--- src/source/readout_pkg.sv ---
`default_nettype none

package readout_pkg;

    // ========================================
    // Sizes and defaults
    // ========================================
    localparam int WORD_BITS = 16;

    localparam int DEF_IMG_WIDTH    = 16;
    localparam int DEF_IMG_HEIGHT   = 16;
    localparam int DEF_HEADER_WORDS = 4;
    localparam int DEF_PAD_WORDS    = 2;
    localparam int DEF_FIFO_DEPTH   = 4;

    // Thumbnail keeps a THUMB_KEEP square out of every THUMB_TILE square
    localparam int THUMB_TILE = 8;
    localparam int THUMB_KEEP = 2;

    // ========================================
    // Types
    // ========================================
    // One output word, last marks the end of a frame
    typedef struct packed {
        logic [WORD_BITS-1:0] data;
        logic                 last;
    } word_t;

    // One accepted pixel as seen by the framer
    typedef struct packed {
        logic [WORD_BITS-1:0] data;
        logic                 keep;
        logic                 last;
    } pixel_t;

    typedef enum logic [2:0] {
        IDLE,
        HEADER,
        PIXELS,
        CHECKSUM,
        PADDING
    } phase_t;

endpackage

`default_nettype wire

--- src/source/pixel_filter.sv ---
`timescale 1ns/1ps
`default_nettype none

module pixel_filter #(
    parameter int IMG_WIDTH  = readout_pkg::DEF_IMG_WIDTH,
    parameter int IMG_HEIGHT = readout_pkg::DEF_IMG_HEIGHT
) (
    input  logic                               clk,
    input  logic                               rst_n,
    input  logic                               clear,
    input  logic                               thumb,
    input  logic                               enable,
    input  logic                               pix_valid,
    input  logic [readout_pkg::WORD_BITS-1:0]  pix_data,
    output logic                               pix_ready,
    output readout_pkg::pixel_t                pixel,
    output logic                               pixel_fire
);
    localparam int PIX_COUNT = IMG_WIDTH * IMG_HEIGHT;
    localparam int X_BITS    = $clog2(IMG_WIDTH + 1);
    localparam int Y_BITS    = $clog2(IMG_HEIGHT + 1);
    localparam int N_BITS    = $clog2(PIX_COUNT + 1);
    localparam logic [X_BITS-1:0] X_LAST = X_BITS'(IMG_WIDTH - 1);
    localparam logic [N_BITS-1:0] N_LAST = N_BITS'(PIX_COUNT - 1);

    logic [X_BITS-1:0] x;
    logic [Y_BITS-1:0] y;
    logic [N_BITS-1:0] taken;
    logic              done;
    logic              x_in_corner;
    logic              y_in_corner;

    assign x_in_corner = (x % readout_pkg::THUMB_TILE) < readout_pkg::THUMB_KEEP;
    assign y_in_corner = (y % readout_pkg::THUMB_TILE) < readout_pkg::THUMB_KEEP;

    // Stop accepting once the final pixel of the image went through
    assign pix_ready  = enable && !done;
    assign pixel_fire = pix_valid && pix_ready;

    assign pixel.data = pix_data;
    assign pixel.keep = !thumb || (x_in_corner && y_in_corner);
    assign pixel.last = (taken == N_LAST);

    // Raster position of the next pixel
    always_ff @(posedge clk or negedge rst_n) begin
        if (!rst_n) begin
            x     <= '0;
            y     <= '0;
            taken <= '0;
            done  <= 1'b0;
        end else if (clear) begin
            x     <= '0;
            y     <= '0;
            taken <= '0;
            done  <= 1'b0;
        end else if (pixel_fire) begin
            taken <= taken + 1'b1;
            if (x == X_LAST) begin
                x <= '0;
                y <= y + 1'b1;
            end else begin
                x <= x + 1'b1;
            end
            if (pixel.last) begin
                done <= 1'b1;
            end
        end
    end

endmodule

`default_nettype wire

--- src/source/fletcher_checksum.sv ---
`timescale 1ns/1ps
`default_nettype none

module fletcher_checksum (
    input  logic                               clk,
    input  logic                               rst_n,
    input  logic                               clear,
    input  logic                               en,
    input  logic [readout_pkg::WORD_BITS-1:0]  din,
    output logic [readout_pkg::WORD_BITS-1:0]  sum_a,
    output logic [readout_pkg::WORD_BITS-1:0]  sum_b
);
    localparam int W = readout_pkg::WORD_BITS;
    localparam logic [W:0] MODULUS = (W + 1)'(65535);

    logic [W-1:0] a_next;

    // Addition modulo 65535, both operands at most 65535
    function automatic logic [W-1:0] add_mod(input logic [W-1:0] lhs, input logic [W-1:0] rhs);
        logic [W:0] total;
        total = {1'b0, lhs} + {1'b0, rhs};
        if (total >= MODULUS) begin
            total = total - MODULUS;
        end
        return total[W-1:0];
    endfunction

    assign a_next = add_mod(sum_a, din);

    always_ff @(posedge clk or negedge rst_n) begin
        if (!rst_n) begin
            sum_a <= '0;
            sum_b <= '0;
        end else if (clear) begin
            sum_a <= '0;
            sum_b <= '0;
        end else if (en) begin
            sum_a <= a_next;
            sum_b <= add_mod(sum_b, a_next);
        end
    end

endmodule

`default_nettype wire

--- src/source/readout_framer.sv ---
`timescale 1ns/1ps
`default_nettype none

module readout_framer #(
    parameter int HEADER_WORDS = readout_pkg::DEF_HEADER_WORDS,
    parameter int PAD_WORDS    = readout_pkg::DEF_PAD_WORDS,
    parameter int FIFO_DEPTH   = readout_pkg::DEF_FIFO_DEPTH
) (
    input  logic                                            clk,
    input  logic                                            rst_n,
    input  logic                                            start,
    input  logic [HEADER_WORDS*readout_pkg::WORD_BITS-1:0]  header,
    input  logic                                            thumb,
    output logic                                            busy,
    output logic                                            filter_clear,
    output logic                                            filter_thumb,
    output logic                                            filter_enable,
    input  readout_pkg::pixel_t                             pixel,
    input  logic                                            pixel_fire,
    output logic                                            push,
    output readout_pkg::word_t                              push_word,
    input  logic                                            credit_return
);
    localparam int W         = readout_pkg::WORD_BITS;
    localparam int HDR_BITS  = HEADER_WORDS * W;
    localparam int CNT_MAX   = (HEADER_WORDS > PAD_WORDS) ? HEADER_WORDS : PAD_WORDS;
    localparam int CNT_BITS  = $clog2(CNT_MAX + 3);
    localparam int CRED_BITS = $clog2(FIFO_DEPTH + 1);
    localparam logic [CNT_BITS-1:0] HDR_LAST = CNT_BITS'(HEADER_WORDS - 1);
    localparam logic [CNT_BITS-1:0] PAD_LAST = CNT_BITS'(PAD_WORDS - 1);

    readout_pkg::phase_t  phase;
    logic [CNT_BITS-1:0]  word_cnt;
    logic [CRED_BITS-1:0] credits;
    logic [HDR_BITS-1:0]  hdr_shift;
    logic                 settle;
    logic                 has_credit;
    logic                 accept;
    logic                 sum_en;
    logic [W-1:0]         sum_a;
    logic [W-1:0]         sum_b;

    assign has_credit    = (credits != '0);
    assign busy          = (phase != readout_pkg::IDLE);
    assign accept        = start && !busy;
    assign filter_clear  = accept;
    assign filter_enable = (phase == readout_pkg::PIXELS) && has_credit;

    // Only header and pixel words count toward the checksum
    assign sum_en = push && (phase == readout_pkg::HEADER || phase == readout_pkg::PIXELS);

    fletcher_checksum checksum_inst (
        .clk   (clk),
        .rst_n (rst_n),
        .clear (accept),
        .en    (sum_en),
        .din   (push_word.data),
        .sum_a (sum_a),
        .sum_b (sum_b)
    );

    // ========================================
    // Word selection
    // ========================================
    always_comb begin
        push      = 1'b0;
        push_word = '0;
        case (phase)
            readout_pkg::HEADER: begin
                push           = has_credit;
                push_word.data = hdr_shift[HDR_BITS-1 -: W];
            end
            readout_pkg::PIXELS: begin
                // Dropped thumbnail pixels are consumed without a push
                push           = pixel_fire && pixel.keep;
                push_word.data = pixel.data;
            end
            readout_pkg::CHECKSUM: begin
                push           = has_credit && !settle;
                push_word.data = (word_cnt == '0) ? sum_b : sum_a;
                push_word.last = (PAD_WORDS == 0) && (word_cnt != '0);
            end
            readout_pkg::PADDING: begin
                push           = has_credit;
                push_word.last = (word_cnt == PAD_LAST);
            end
            default: begin
                push = 1'b0;
            end
        endcase
    end

    // ========================================
    // Phase sequencing and credits
    // ========================================
    always_ff @(posedge clk or negedge rst_n) begin
        if (!rst_n) begin
            phase        <= readout_pkg::IDLE;
            word_cnt     <= '0;
            settle       <= 1'b0;
            filter_thumb <= 1'b0;
            credits      <= CRED_BITS'(FIFO_DEPTH);
        end else begin
            credits <= credits - CRED_BITS'(push) + CRED_BITS'(credit_return);
            case (phase)
                readout_pkg::IDLE: begin
                    if (accept) begin
                        phase        <= readout_pkg::HEADER;
                        word_cnt     <= '0;
                        filter_thumb <= thumb;
                    end
                end
                readout_pkg::HEADER: begin
                    if (push) begin
                        word_cnt <= (word_cnt == HDR_LAST) ? '0 : word_cnt + 1'b1;
                        if (word_cnt == HDR_LAST) begin
                            phase <= readout_pkg::PIXELS;
                        end
                    end
                end
                readout_pkg::PIXELS: begin
                    // One idle cycle lets the last pixel reach the sums
                    if (pixel_fire && pixel.last) begin
                        phase  <= readout_pkg::CHECKSUM;
                        settle <= 1'b1;
                    end
                end
                readout_pkg::CHECKSUM: begin
                    settle <= 1'b0;
                    if (push) begin
                        word_cnt <= (word_cnt == '0) ? CNT_BITS'(1) : '0;
                        if (word_cnt != '0) begin
                            phase <= (PAD_WORDS == 0) ? readout_pkg::IDLE : readout_pkg::PADDING;
                        end
                    end
                end
                readout_pkg::PADDING: begin
                    if (push) begin
                        word_cnt <= word_cnt + 1'b1;
                        if (word_cnt == PAD_LAST) begin
                            phase <= readout_pkg::IDLE;
                        end
                    end
                end
                default: begin
                    phase <= readout_pkg::IDLE;
                end
            endcase
        end
    end

    // Header goes out most significant word first
    always_ff @(posedge clk) begin
        if (accept) begin
            hdr_shift <= header;
        end else if (phase == readout_pkg::HEADER && push) begin
            hdr_shift <= hdr_shift << W;
        end
    end

endmodule

`default_nettype wire

--- src/source/credit_fifo.sv ---
`timescale 1ns/1ps
`default_nettype none

module credit_fifo #(
    parameter int  DEPTH = readout_pkg::DEF_FIFO_DEPTH,
    parameter type T     = logic
) (
    input  logic clk,
    input  logic rst_n,
    input  logic push,
    input  T     push_data,
    input  logic pop,
    output T     head,
    output logic not_empty,
    output logic credit_return
);
    localparam int PTR_BITS = (DEPTH > 1) ? $clog2(DEPTH) : 1;
    localparam int CNT_BITS = $clog2(DEPTH + 1);
    localparam logic [PTR_BITS-1:0] PTR_LAST = PTR_BITS'(DEPTH - 1);

    T                    mem [DEPTH];
    logic [PTR_BITS-1:0] wr_ptr;
    logic [PTR_BITS-1:0] rd_ptr;
    logic [CNT_BITS-1:0] count;
    logic                do_pop;

    assign not_empty     = (count != '0);
    assign head          = mem[rd_ptr];
    assign do_pop        = pop && not_empty;
    // Each slot freed goes straight back to the producer
    assign credit_return = do_pop;

    always_ff @(posedge clk or negedge rst_n) begin
        if (!rst_n) begin
            wr_ptr <= '0;
            rd_ptr <= '0;
            count  <= '0;
        end else begin
            if (push) begin
                wr_ptr <= (wr_ptr == PTR_LAST) ? '0 : wr_ptr + 1'b1;
            end
            if (do_pop) begin
                rd_ptr <= (rd_ptr == PTR_LAST) ? '0 : rd_ptr + 1'b1;
            end
            count <= count + CNT_BITS'(push) - CNT_BITS'(do_pop);
        end
    end

    always_ff @(posedge clk) begin
        if (push) begin
            mem[wr_ptr] <= push_data;
        end
    end

endmodule

`default_nettype wire

--- src/source/readout_port.sv ---
`timescale 1ns/1ps
`default_nettype none

module readout_port (
    input  logic               clk,
    input  logic               rst_n,
    input  logic               not_empty,
    input  readout_pkg::word_t head,
    output logic               pop,
    output logic               out_valid,
    input  logic               out_ready,
    output readout_pkg::word_t out_word
);
    logic load;

    // Register is free when empty or when the host takes it this cycle
    assign load = !out_valid || out_ready;
    assign pop  = load && not_empty;

    always_ff @(posedge clk or negedge rst_n) begin
        if (!rst_n) begin
            out_valid <= 1'b0;
        end else if (pop) begin
            out_valid <= 1'b1;
        end else if (out_ready) begin
            out_valid <= 1'b0;
        end
    end

    // Word held until transferred
    always_ff @(posedge clk) begin
        if (pop) begin
            out_word <= head;
        end
    end

endmodule

`default_nettype wire

--- src/source/img_readout.sv ---
`timescale 1ns/1ps
`default_nettype none

module img_readout #(
    parameter int IMG_WIDTH    = readout_pkg::DEF_IMG_WIDTH,
    parameter int IMG_HEIGHT   = readout_pkg::DEF_IMG_HEIGHT,
    parameter int HEADER_WORDS = readout_pkg::DEF_HEADER_WORDS,
    parameter int PAD_WORDS    = readout_pkg::DEF_PAD_WORDS,
    parameter int FIFO_DEPTH   = readout_pkg::DEF_FIFO_DEPTH
) (
    input  logic                                            clk,
    input  logic                                            rst_n,
    input  logic                                            start,
    input  logic [HEADER_WORDS*readout_pkg::WORD_BITS-1:0]  header,
    input  logic                                            thumb,
    output logic                                            busy,
    input  logic                                            pix_valid,
    input  logic [readout_pkg::WORD_BITS-1:0]               pix_data,
    output logic                                            pix_ready,
    output logic                                            out_valid,
    input  logic                                            out_ready,
    output readout_pkg::word_t                              out_word
);
    logic                filter_clear;
    logic                filter_thumb;
    logic                filter_enable;
    readout_pkg::pixel_t pixel;
    logic                pixel_fire;
    logic                push;
    readout_pkg::word_t  push_word;
    logic                credit_return;
    readout_pkg::word_t  head;
    logic                not_empty;
    logic                pop;

    // ========================================
    // Pixel side
    // ========================================
    pixel_filter #(
        .IMG_WIDTH  (IMG_WIDTH),
        .IMG_HEIGHT (IMG_HEIGHT)
    ) pixel_filter_inst (
        .clk        (clk),
        .rst_n      (rst_n),
        .clear      (filter_clear),
        .thumb      (filter_thumb),
        .enable     (filter_enable),
        .pix_valid  (pix_valid),
        .pix_data   (pix_data),
        .pix_ready  (pix_ready),
        .pixel      (pixel),
        .pixel_fire (pixel_fire)
    );

    readout_framer #(
        .HEADER_WORDS (HEADER_WORDS),
        .PAD_WORDS    (PAD_WORDS),
        .FIFO_DEPTH   (FIFO_DEPTH)
    ) readout_framer_inst (
        .clk           (clk),
        .rst_n         (rst_n),
        .start         (start),
        .header        (header),
        .thumb         (thumb),
        .busy          (busy),
        .filter_clear  (filter_clear),
        .filter_thumb  (filter_thumb),
        .filter_enable (filter_enable),
        .pixel         (pixel),
        .pixel_fire    (pixel_fire),
        .push          (push),
        .push_word     (push_word),
        .credit_return (credit_return)
    );

    // ========================================
    // Host side
    // ========================================
    credit_fifo #(
        .DEPTH (FIFO_DEPTH),
        .T     (readout_pkg::word_t)
    ) credit_fifo_inst (
        .clk           (clk),
        .rst_n         (rst_n),
        .push          (push),
        .push_data     (push_word),
        .pop           (pop),
        .head          (head),
        .not_empty     (not_empty),
        .credit_return (credit_return)
    );

    readout_port readout_port_inst (
        .clk       (clk),
        .rst_n     (rst_n),
        .not_empty (not_empty),
        .head      (head),
        .pop       (pop),
        .out_valid (out_valid),
        .out_ready (out_ready),
        .out_word  (out_word)
    );

endmodule

`default_nettype wire

--- config.mk ---
export PLATFORM = sky130hd
export DESIGN_NAME = img_readout
export DESIGN_NICKNAME = d
export VERILOG_FILES = /design/src/source/readout_pkg.sv /design/src/source/pixel_filter.sv /design/src/source/fletcher_checksum.sv /design/src/source/readout_framer.sv /design/src/source/credit_fifo.sv /design/src/source/readout_port.sv /design/src/source/img_readout.sv
export SDC_FILE = /design/constraint.sdc
export NUM_CORES = 1
export LEC_CHECK = 0
export ABC_AREA = 1
export BUFFER_PORTS_ARGS = -buffer_cell sky130_fd_sc_hd__buf_2
export CAP_MARGIN = 5
export CELL_PAD_IN_SITES_DETAIL_PLACEMENT = 1
export CELL_PAD_IN_SITES_GLOBAL_PLACEMENT = 1
export CORE_MARGIN = 2
export CORE_UTILIZATION = 46
export DETAILED_ROUTE_END_ITERATION = 16
export PLACE_DENSITY_LB_ADDON = 0.1
export SETUP_SLACK_MARGIN = 0.15
export SLEW_MARGIN = 25
export SYNTH_ARGS = -nofsm -noshare
export SYNTH_HDL_FRONTEND = slang
export SYNTH_SLANG_ARGS = --single-unit
--- constraint.sdc ---
create_clock -name clk -period 9.25 [get_ports clk]
set_input_delay 0.925 -clock clk [delete_from_list [all_inputs] [get_ports clk]]
set_output_delay 0.925 -clock clk [all_outputs]
set_load 0.02 [all_outputs]
Word-level counts from Yosys, hierarchy flattened
Memories as Yosys holds them, arrays and structs flattened. A register that Yosys moved wholly into a read port is not among the register bits.
Index checks and enable logic that the tools add are counted.
{"block": "op_classes", "add_sub_neg": 14, "n_mul": 0, "div_mod_pow": 0, "order_cmp": 4, "eq_ne": 18, "shifts": 0, "n_mux": 47, "bitwise": 0, "reduce_logical": 41}
{"operator": "64-bit 2-to-1 mux", "n": 2}
{"operator": "16-bit 2-to-1 mux", "n": 7}
{"operator": "16-bit case mux with 3 select lines", "n": 1}
{"operator": "3-bit 2-to-1 mux", "n": 13}
{"operator": "16-bit by 16-bit adder with 17-bit output", "n": 2}
{"operator": "17-bit by 16-bit >= comparator with 1-bit output (second input constant)", "n": 2}
{"operator": "16-bit subtractor (second input constant)", "n": 2}
{"operator": "5-bit 2-to-1 mux", "n": 6}
{"operator": "9-bit 2-to-1 mux", "n": 2}
{"operator": "3-bit case mux with 5 select lines", "n": 1}
{"operator": "2-bit nonzero test", "n": 7}
{"operator": "1-bit logical AND", "n": 12}
{"operator": "2-bit by 1-bit != test with 1-bit output (second input constant)", "n": 6}
{"operator": "3-bit case mux with 4 select lines", "n": 1}
{"operator": "3-bit nonzero test", "n": 4}
{"operator": "5-bit by 1-bit adder with 5-bit output (second input constant)", "n": 2}
{"operator": "1-bit 2-to-1 mux", "n": 10}
{"operator": "9-bit by 1-bit adder with 9-bit output (second input constant)", "n": 1}
{"operator": "3-bit by 2-bit equality test with 1-bit output (second input constant)", "n": 3}
{"operator": "9-bit by 8-bit equality test with 1-bit output (second input constant)", "n": 1}
{"operator": "2-bit AND reduction", "n": 4}
{"operator": "8-bit AND reduction", "n": 1}
{"operator": "3-bit by 1-bit adder with 3-bit output", "n": 2}
{"operator": "3-bit by 1-bit equality test with 1-bit output (second input constant)", "n": 2}
{"operator": "other kinds (17)", "n": 30}
{"block": "totals", "register_bits": 135, "latch_bits": 0, "ram_bits": 68, "rom_bits": 0, "inputBits": 86, "n_memories": 1}
{"memory": "credit_fifo_inst.mem", "depth": 4, "width": 17, "rd": 1, "rd_ports_with_merged_regs": 1, "wr": 1, "line": "credit_fifo.sv:21", "source": "T mem [DEPTH];"}

Depth between registers and ports, before layout
Gate-level depths: netlist of the first run.
{"block": "logic_depth", "ltp_word": 11, "depth_mapped": 48}

Cells and area by module
Synthesis of the first run repeated with hierarchy kept, for this count alone.
{"block": "hier_totals", "cells_unflattened": 1676, "area_unflattened_um2": 13470.4}
{"module": "fletcher_checksum", "n_inst": 1, "cells_per_inst": 818, "area_each_um2": 4645.7, "seq_area_each_um2": 800.8}
{"module": "readout_framer", "n_inst": 1, "cells_per_inst": 457, "area_each_um2": 4013.8, "seq_area_each_um2": 2198.4}
{"module": "credit_fifo", "n_inst": 1, "cells_per_inst": 250, "area_each_um2": 3185.6, "seq_area_each_um2": 2217.1}
{"module": "pixel_filter", "n_inst": 1, "cells_per_inst": 128, "area_each_um2": 1066.0, "seq_area_each_um2": 450.4}
{"module": "readout_port", "n_inst": 1, "cells_per_inst": 23, "area_each_um2": 559.3, "seq_area_each_um2": 535.5}

Worst setup path after synthesis of the first run
Ideal clock, no wire load.
{"block": "synth_path", "path_type": "register to register", "from": "register readout_framer_inst.phase[0]", "to": "register readout_framer_inst.hdr_shift[0] (enable)", "setup_ns": 0.574, "t_arrival_ns": 6.062, "slack_ns": 2.613, "stages_incl_launch_ff": 10, "n_path_buf": 0, "path_cell_list": "dfrtp_1 nor2_2 nand2_1 nor3_2 nand2_2 inv_2 nand2_1 nand2_4 inv_2 o21ai_0"}
{"block": "synth_between", "elab_chain_cells": 8}
{"element": "from (decl)", "line": "readout_framer.sv:32", "source": "readout_pkg::phase_t phase;"}
{"element": "from (signal assigned)", "line": "readout_framer.sv:98", "source": "phase <= readout_pkg::IDLE;"}
{"element": "from (signal assigned)", "line": "readout_framer.sv:108", "source": "phase <= readout_pkg::HEADER;"}
{"element": "from (signal assigned)", "line": "readout_framer.sv:117", "source": "phase <= readout_pkg::PIXELS;"}
{"element": "3-bit by 2-bit equality test with 1-bit output", "line": "readout_framer.sv:47", "source": "assign filter_enable = (phase == readout_pkg::PIXELS) && has_credit;"}
{"element": "1-bit logical AND", "line": "readout_framer.sv:47"}
{"element": "1-bit logical AND", "line": "pixel_filter.sv:37", "source": "assign pix_ready = enable && !done;"}
{"element": "via pix_ready", "line": "img_readout.sv:19", "source": "output logic pix_ready,"}
{"element": "1-bit logical AND", "line": "pixel_filter.sv:38", "source": "assign pixel_fire = pix_valid && pix_ready;"}
{"element": "1-bit logical AND", "line": "readout_framer.sv:75", "source": "push = pixel_fire && pixel.keep;"}
{"element": "1-bit case mux with 3 select lines", "line": "readout_framer.sv:68", "source": "case (phase)"}
{"element": "via credit_fifo_inst.push", "line": "credit_fifo.sv:10", "source": "input logic push,"}
{"element": "1-bit logical AND", "line": "readout_framer.sv:156", "source": "end else if (phase == readout_pkg::HEADER && push) begin"}
{"element": "2-bit nonzero test (no source line)"}
{"element": "to (signal assigned)", "line": "readout_framer.sv:155", "source": "hdr_shift <= header;"}
{"element": "to (signal assigned)", "line": "readout_framer.sv:157", "source": "hdr_shift <= hdr_shift << W;"}
{"element": "to (decl)", "line": "readout_framer.sv:35", "source": "logic [HDR_BITS-1:0] hdr_shift;"}
The timed path passes the listed nets, and every way through them passes these cells.
A chain may end at the register's enable or synchronous reset.

==> flow_metrics.py, run 1 <==
metrics = {
    "status": {
        "status": "finished, final reports clean",
    },
    "floorplanning": {
        "ios": 106,
        "dieArea_um2": 29100,
        "die_h_um": 170,
        "die_w_um": 170,
        "initial_core_util": 0.470,
        "fp-row-count": 60,
        "core_um2": 27100,
    },
    "min_path": {
        "hp-class": "register to register",
    },
    "synth": {
        "syn_avg_cell_area_um2": 8.19,
        "synth_async_sr_flop_share": 0.317,
        "syn_area_um2": 12700,
        "synthXorXnorAreaFrac": 0.0143,
        "synthAdderAreaFrac": 0.0613,
        "synth-seq-area-share": 0.487,
        "ys_types": 50,
        "muxShareOfSynthArea": 0,
        "yosysMostFrequentCell": "nand2_1",
        "synth_top_family_by_area": "simple AND/OR/NAND/NOR gates",
        "synthCells": 1557,
        "yosysTopAreaCellShare": 0.351,
        "synth_nets": 1703,
        "yosysWarnings": 0,
        "synth_area_leaders": "edfxtp_1 (35%), nand2_1 (15%), dfrtp_1 (13%)",
        "synth_seq_cells": 218,
        "synthTopCellsByCount": "nand2_1 (524), inv_1 (179), edfxtp_1 (149)",
        "synth-edff-count": 149,
        "post_synth_and_or_nand_nor_area_fraction": 0.294,
        "synth_top_cell_by_area": "edfxtp_1",
        "ys_dominant_reg_cell": "edfxtp_1",
        "synth_compound_area_frac": 0.0718,
    },
    "sta": {
        "post-route-period-util": 0.787,
        "hold_violations": 0,
        "setup_tns_ns": 0,
        "setup_viol": 0,
        "drv_slew": 0,
        "worst_pin_slew_ns": 1.01,
        "fin_worst_hold_slack_ns": 0.478,
        "maxSlewHeadroom": 0.326,
        "fin_skew_ns": 0.0256,
        "period_minus_slack_ns": 7.28,
        "rsz0062_at_grt": "false",
        "timing.fmax_ghz": 0.137,
    },
    "cells_and_area": {
        "final_layout_size_suffix_gt1_frac": 0.132,
        "fin_util": 0.530,
        "fin_nets": 1799,
        "multi_input_area_um2": 5670,
        "seqCellArea_um2": 6200,
        "syn_to_final_growth_pct": 12.7,
        "fill_cells": 3288,
    },
    "routing": {
        "drt_iter0_markers": 666,
        "drtPass1Iterations": 5,
        "viasPerCell": 5.35,
        "routed_wl_um": 37900,
        "vias": 10935,
        "ant_nets": 0,
        "drc_errors": 0,
        "wl_per_cell_um": 18.5,
    },
    "place": {
        "post-dp-hpwl_um": 28600,
        "port_buffers": 105,
        "place_congestion": 0.878,
    },
    "cts": {
        "tritoncts": "built",
        "ctsRootBufferMaster": "clkbuf_16",
        "cts.sinks": 218,
        "cts_setup_buffers": 0,
        "cts-resized-gates": 0,
        "cts_made_buffers": 25,
        "path_clk_slew_ns": 0.06,
        "clk_path_buf_depth": 3,
        "htree_levels": 1,
        "cts_hold_buf": 0,
        "clk_latency_ns": 0.53,
    },
    "worst_setup_path": {
        "critPathLaunchType": "register",
        "path_class": "register to register",
        "crit_top_cell": "nand2_1",
        "crit_fanout": 25,
        "critPathMaxStageDelay_ns": 0.53,
        "worstPathArrival_ns": 7.73,
        "endpoint_kind": "register",
        "worst_path_max_delay_cell": "fa_1",
        "cp.required_ns": 9.70,
        "r2r_slack_ns": 1.97,
    },
    "global_routing": {
        "grt.busiest_layer": "met2",
        "grt_max_degree": 77,
        "grt_util_met2": 0.462,
        "use_met1": 0.342,
        "grt_usage": 0.266,
        "antenna_found_initial": 2,
        "grt_pass1_vias": 11439,
        "met3_usage": 0.0335,
        "grt_pass1_wl_um": 60400,
        "gr-total-overflow": 0,
    },
    "flow_run": {
        "cap_viol_max_count": 0,
    },
}
## cells by family after synthesis
family | Yosys count
buffers and inverters | 231
adders and majority gates | 60
and+or+nand+nor | 866
AOI/OAI and AO/OA | 162
DFF | 218
xor gates and xnor gates | 20
## worst paths after layout
path,startpoint,cells past startpoint,endpoint
worst max-delay path,readout_framer_inst.word_cnt[0],41,readout_framer_inst.checksum_inst.sum_b[2]
worst min-delay path,pixel_filter_inst.y[2],1,pixel_filter_inst.y[2]
worst max register to register,readout_framer_inst.word_cnt[0],41,readout_framer_inst.checksum_inst.sum_b[2]
worst min register to register,pixel_filter_inst.y[2],1,pixel_filter_inst.y[2]
max in group asynchronous,rst_n,1,readout_framer_inst.checksum_inst.sum_b[1]
min in group asynchronous,rst_n,1,pixel_filter_inst.taken[6]
## area by class of cell
class | count | share of cell area
clock buffers | 35 | 0.0482
diodes | 2 | 0.000348
repair buffers | 111 | 0.0399
flip-flops and latches | 218 | 0.432
multi-input cells | 1108 | 0.394
well taps | 372 | 0.0324
clock inverters | 10 | 0.00366
inverters | 189 | 0.0494
## layer usage
metal  part of all wire  up-vias
li1                   -     5292
met1               0.44     5287
met2               0.48      271
met3              0.043       83
met4              0.037        2
met5            0.00029        -
## cell usage in the layout (no fill, tap or decap), drive strengths merged, types with 15 or more instances in the layout
master,Yosys,final
nand2,554,554
inv,188,189
edfxtp,149,149
nor2,138,138
nand3,126,126
buf,11,111
o21ai,79,79
dfrtp,68,68
ha,56,56
a21oi,37,37
clkbuf,31,35
nand4,18,18
o22ai,18,18
nor3,17,17
o211ai,15,15
## sequential cells by signal, indices dropped and copies added (netlist names)
signal and cells:
readout_framer_inst.checksum_inst.sum_b 16, readout_framer_inst.hdr_shift 64, readout_port_inst.out_word 17, pixel_filter_inst.y 3, credit_fifo_inst.count 3, credit_fifo_inst.wr_ptr 2
readout_framer_inst.settle 1, pixel_filter_inst.done 1, credit_fifo_inst.mem 68, readout_framer_inst.filter_thumb 1, readout_framer_inst.phase 3, credit_fifo_inst.rd_ptr 2
pixel_filter_inst.taken 9, pixel_filter_inst.x 5, readout_framer_inst.credits 3, readout_port_inst.out_valid 1, readout_framer_inst.word_cnt 3, readout_framer_inst.checksum_inst.sum_a 16
## critical path: cells and delay by family (launching register included)
kind	cells	cell delay, ns
adders and majority gates	7	2.13
AOI/OAI and AO/OA	3	0.67
DFF	1	0.37
and+or+nand+nor	25	3.27
buffers and inverters	6	0.76
## stage by stage
step / cell area, um2 / worst slack [ns] / cells
finish: 14400 / 1.97 / 2045
global route: 14400 / 1.26 / 2043
CTS: 14400 / 2.02 / 2043
detailed placement: 13600 / 2.05 / 1998
global placement: 13600 / 2.44 / 1998
floorplan: 12700 / 2.61 / 1557
Power of run 1 is not shown: default switching activity piles up to over one toggle a cycle in this logic, so the estimate is an artifact.
==> inputs of run 2 (changes only) <==
- clock period: 9.25 -> 6.8 ns (I/O delays scaled with it)
==> run 2 against run 1 <==
Against the previous run: worst hold slack worse by 0.30 ns; clock-buffer cell count is 6 lower; setup slack worse by 1.5 ns; utilization is 1.5 points higher; via count is 0.55% lower; die area stayed put; flip-flop and latch count stayed put; cell area is 2.9% higher.
==> flow_metrics.py, run 2 (same netlist as run 1, synthesis figures left out) <==
metrics = {
    "sta": {
        "timing.fmax_ghz": 0.158,
        "drv_slew": 0,
        "setup_ws_ns": 0.472,
        "setup_tns_ns": 0,
        "worst_pin_slew_ns": 1.03,
        "maxSlewHeadroom": 0.313,
        "setup_viol": 0,
        "hold_violations": 0,
        "period_minus_slack_ns": 6.33,
        "rsz0062_at_grt": "false",
        "fin_skew_ns": 0.0208,
        "post-route-period-util": 0.931,
    },
    "place": {
        "port_buffers": 105,
        "place_congestion": 0.919,
        "post-dp-hpwl_um": 28100,
        "dpl_worst_slack_ns": 0.143,
    },
    "cells_and_area": {
        "final_layout_size_suffix_gt1_frac": 0.159,
        "fin_nets": 1828,
        "top_register": "credit_fifo_inst.mem",
        "syn_to_final_growth_pct": 16.0,
        "seqCellArea_um2": 6200,
        "multi_input_area_um2": 5740,
        "largest_register_ffs": 68,
        "fill_cells": 3268,
        "layout_common_cells": "nand2_1 (522), inv_1 (174), edfxtp_1 (149), nor2_1 (118), nand3_1 (117)",
        "final_common_cell": "nand2_1",
        "reg_top3": "credit_fifo_inst.mem (68), readout_framer_inst.hdr_shift (64), readout_port_inst.out_word (17)",
    },
    "routing": {
        "drtPass1Iterations": 5,
        "drt_iter0_markers": 593,
        "ant_nets": 0,
        "vias": 10875,
        "wl_per_cell_um": 18.0,
        "routed_wl_um": 37400,
        "viasPerCell": 5.24,
        "drc_errors": 0,
    },
    "cts": {
        "ctsRootBufferMaster": "clkbuf_16",
        "clk_latency_ns": 0.54,
        "cts_made_buffers": 25,
        "path_clk_slew_ns": 0.06,
        "htree_levels": 1,
        "cts_hold_buf": 0,
        "cts.sinks": 218,
        "tritoncts": "built",
        "clk_path_buf_depth": 3,
    },
    "global_routing": {
        "grt_usage": 0.264,
        "antenna_found_initial": 1,
        "grt_pass1_wl_um": 60000,
        "gr-total-overflow": 0,
        "grt_pass1_vias": 11408,
        "met3_usage": 0.0351,
        "grt.busiest_layer": "met2",
        "use_met1": 0.328,
        "grt_max_degree": 77,
        "grt_util_met2": 0.473,
    },
    "worst_setup_path": {
        "r2r_slack_ns": 0.47,
        "critPathLaunchType": "register",
        "cp.required_ns": 7.26,
        "worst_path_max_delay_cell": "fa_2",
        "crit_fanout": 11,
        "worstPathArrival_ns": 6.79,
        "crit_top_cell": "nand2_1",
        "r2r_start": "readout_framer_inst.word_cnt[0]",
        "critPathMaxStageDelay_ns": 0.55,
        "r2r-end": "readout_framer_inst.checksum_inst.sum_b[2]",
        "cp-endpoint": "readout_framer_inst.checksum_inst.sum_b[2]",
        "rr_worst_depth": 40,
        "endpoint_kind": "register",
        "crit_start": "readout_framer_inst.word_cnt[0]",
        "path_class": "register to register",
    },
    "floorplanning": {
        "ios": 106,
        "dieArea_um2": 29100,
        "core_um2": 27100,
        "fp-row-count": 60,
        "initial_core_util": 0.470,
        "die_w_um": 170,
        "die_h_um": 170,
    },
    "power": {
        "ir_drop_v": 0.000262,
        "leakagePower_nw": 7.07,
        "powerDensity_nw_per_um2": 610,
    },
    "status": {
        "status": "finished, final reports clean",
    },
    "min_path": {
        "hp-class": "primary input to async pin",
    },
    "flow_run": {
        "cap_viol_max_count": 0,
    },
}
## run 2: critical path: cells and delay by family (launching register included)
kind                       cells  cell delay [ns]
and+or+nand+nor               24             2.73
adders and majority gates      7             2.11
AOI/OAI and AO/OA              3             0.52
buffers and inverters          6             0.47
DFF                            1             0.39
## run 2: timing repair
action / 4_1_cts / 5_1_grt
gates cloned: 1 / 1
pin swaps: 1 / 6
buffers inserted: 1 / 9
setup endpoints to repair: 16 / 16
resized for setup: 2 / 19
## run 2: metal layers
metal	wire, um	part of all wire	up-vias
met5	0	0	-
met4	1240	0.033	0
met3	1470	0.039	61
met2	18500	0.49	222
met1	16300	0.43	5251
li1	-	-	5341
## run 2: cell type report
type | instances | share of cell area
diodes | 2 | 0.000339
clock buffers | 29 | 0.0433
clock inverters | 17 | 0.0153
inverters | 189 | 0.0483
multi-input cells | 1110 | 0.389
flip-flops and latches | 218 | 0.420
well taps | 372 | 0.0315
repair buffers | 138 | 0.0530
## run 2: report_power, final
part	internal [W]	switching, W	leakage (nW)
Clock	0.000871	0.000560	0.424
Combinational	0.00155	0.00356	4.32
Sequential	0.00221	0.000259	2.32
Total	0.00464	0.00438	7.07
## run 2: worst min-delay path by stage
stage / start / end / slack [ns] / cells after the start
CTS: rst_n / readout_framer_inst.phase[2] / 0.33 / 1
floorplan: rst_n / credit_fifo_inst.count[0] / 0.38 / 0
global route: rst_n / readout_framer_inst.phase[2] / 0.21 / 1
global placement: pixel_filter_inst.taken[7] / pixel_filter_inst.taken[7] / 0.46 / 1
finish: rst_n / readout_framer_inst.phase[2] / 0.18 / 1
detailed placement: pixel_filter_inst.taken[7] / pixel_filter_inst.taken[7] / 0.48 / 1
## run 2: through the flow
step	instance area (um2)	power [W]	hold slack [ns]	util	instances
after detailed placement	13700	0.00744	0.476	0.507	2015
final	14800	0.00902	0.176	0.545	2075
after floorplan	12700	0.00597	0.384	-	1557
after global routing	14800	0.00976	0.211	0.545	2073
after CTS	14600	0.00894	0.329	0.540	2063
after global placement	13700	0.00724	0.457	0.507	2015
(Power assumes the default switching activity.)
==> inputs of run 3 (changes only) <==
- CORE_UTILIZATION: 46 -> 49
- clock period: 6.8 -> 7.4 ns (I/O delays scaled with it)
==> run 3 against run 2 <==
Against the previous run: flip-flop and latch count unchanged; routed wire length up 2.1%; highest routed layer unchanged; cell area shrank 1.6%; die area fell by 6.0%; clock skew is 0.011 ns lower; setup slack better by 0.19 ns; global-route usage increased by 1.9 points.
==> flow_metrics.py, run 3 (same netlist as run 1, synthesis figures left out) <==
metrics = {
    "cells_and_area": {
        "stdcell_area_um2": 14500,
        "top_register": "credit_fifo_inst.mem",
        "final_common_cell": "nand2_1",
        "syn_to_final_growth_pct": 14.1,
        "largest_register_ffs": 68,
        "final_layout_size_suffix_gt1_frac": 0.144,
        "reg_top3": "credit_fifo_inst.mem (68), readout_framer_inst.hdr_shift (64), readout_port_inst.out_word (17)",
        "fin_nets": 1815,
        "layout_common_cells": "nand2_1 (524), inv_1 (176), edfxtp_1 (149), nor2_1 (121), nand3_1 (117)",
    },
    "global_routing": {
        "grt_pass1_vias": 11458,
        "grt_util_met2": 0.497,
        "grt_pass1_wl_um": 59800,
        "grt.busiest_layer": "met2",
        "met3_usage": 0.0320,
        "gr-total-overflow": 0,
        "use_met1": 0.361,
        "grt_usage": 0.283,
        "antenna_found_initial": 1,
        "grt_max_degree": 77,
    },
    "worst_setup_path": {
        "critPathLaunchType": "register",
        "endpoint_kind": "register",
        "critPathMaxStageDelay_ns": 0.53,
        "worst_path_max_delay_cell": "fa_1",
        "crit_fanout": 16,
        "cp.required_ns": 7.83,
        "path_class": "register to register",
        "worstPathArrival_ns": 7.17,
    },
    "floorplanning": {
        "fp-row-count": 59,
        "die_w_um": 165,
        "core_um2": 25800,
        "initial_core_util": 0.495,
        "dieArea_um2": 27300,
        "die_h_um": 165,
        "ios": 106,
    },
    "min_path": {
        "hp-class": "primary input to async pin",
    },
    "sta": {
        "worst_pin_slew_ns": 1.03,
        "hold_violations": 0,
        "fin_skew_ns": 0.00930,
        "setup_tns_ns": 0,
        "period_minus_slack_ns": 6.74,
        "post-route-period-util": 0.911,
        "maxSlewHeadroom": 0.315,
        "rsz0062_at_grt": "true",
        "drv_slew": 0,
        "setup_viol": 0,
        "timing.fmax_ghz": 0.148,
    },
    "place": {
        "dpl_cell_area_um2": 13600,
        "post-dp-hpwl_um": 28700,
        "place_congestion": 0.921,
        "port_buffers": 105,
    },
    "routing": {
        "drc_errors": 0,
        "vias": 10944,
        "viasPerCell": 5.40,
        "routed_wl_um": 38200,
        "drt_iter0_markers": 645,
        "ant_nets": 0,
        "wl_per_cell_um": 18.9,
        "drtPass1Iterations": 6,
    },
    "status": {
        "status": "finished, final reports clean",
    },
    "cts": {
        "cts.sinks": 218,
        "cts_hold_buf": 0,
        "htree_levels": 1,
        "cts_made_buffers": 25,
        "path_clk_slew_ns": 0.06,
        "clk_latency_ns": 0.54,
        "clk_path_buf_depth": 3,
        "ctsRootBufferMaster": "clkbuf_16",
        "tritoncts": "built",
    },
    "flow_run": {
        "cap_viol_max_count": 0,
    },
}
run 3: cell count changes in the layout (fill, tap and decap cells not counted), moves of 3 or more:
cell      before  now
buf_4         32   22
clkbuf_1       4    7
ha_1          50   56
ha_2           6    0
nor2_1       118  121
nor2_4        10    7
run 3: worst paths after layout:
check | end | slack (ns) | depth (start not counted) | from
min in group clk | readout_framer_inst.filter_thumb | 0.43 | 3 | thumb
max in group asynchronous | credit_fifo_inst.rd_ptr[0] | 6.38 | 1 | rst_n
worst max register to register | readout_framer_inst.checksum_inst.sum_b[6] | 0.66 | 40 | readout_framer_inst.word_cnt[0]
worst min-delay path | pixel_filter_inst.taken[3] | 0.33 | 1 | rst_n
worst min register to register | pixel_filter_inst.taken[7] | 0.48 | 1 | pixel_filter_inst.taken[7]
worst max-delay path | readout_framer_inst.checksum_inst.sum_b[6] | 0.66 | 40 | readout_framer_inst.word_cnt[0]
run 3: what timing repair did:
action,CTS,global route
setup buffers,0,9
setup endpoints to repair,0,16
resized for setup,0,7
run 3: area by class of cell:
class                           instances  area (um2)
Multi-Input combinational cell       1109        5690
Clock inverter                         14         169
Inverter                              189         717
Timing Repair Buffer                  126         686
Tap cell                              335         419
Clock buffer                           32         652
Antenna cell                            2        5.00
Fill cell                            3168       11200
Sequential cell                       218        6200
run 3: per-stage QoR:
stage          hold slack (ns)  setup slack [ns]   util  std cells
2_1_floorplan            0.434             0.763      -       1557
3_3_place_gp             0.458             0.855  0.528       1967
3_5_place_dp             0.463             0.560  0.528       1967
4_1_cts                  0.375             0.502  0.560       2013
5_1_grt                  0.392             0.126  0.564       2024
6_report                 0.333             0.661  0.564       2025
run 3: critical path, delay by kind of cell, from the launching register on:
kind	cells	cell delay, ns
flip-flops	1	0.37
adder cells (fa/ha/maj)	7	2.12
AO/OA/AOI/OAI	3	0.56
AND/OR/NAND/NOR	24	2.96
buffers and inverters	6	0.60
run 3: per-layer routing:
metal  wire length, um  vias to the layer above
met5                 0                        -
met4              1140                        0
met3              1540                       75
met2             18900                      247
met1             16700                     5295
li1                  -                     5327
Power of run 3 is left out for the same reason.
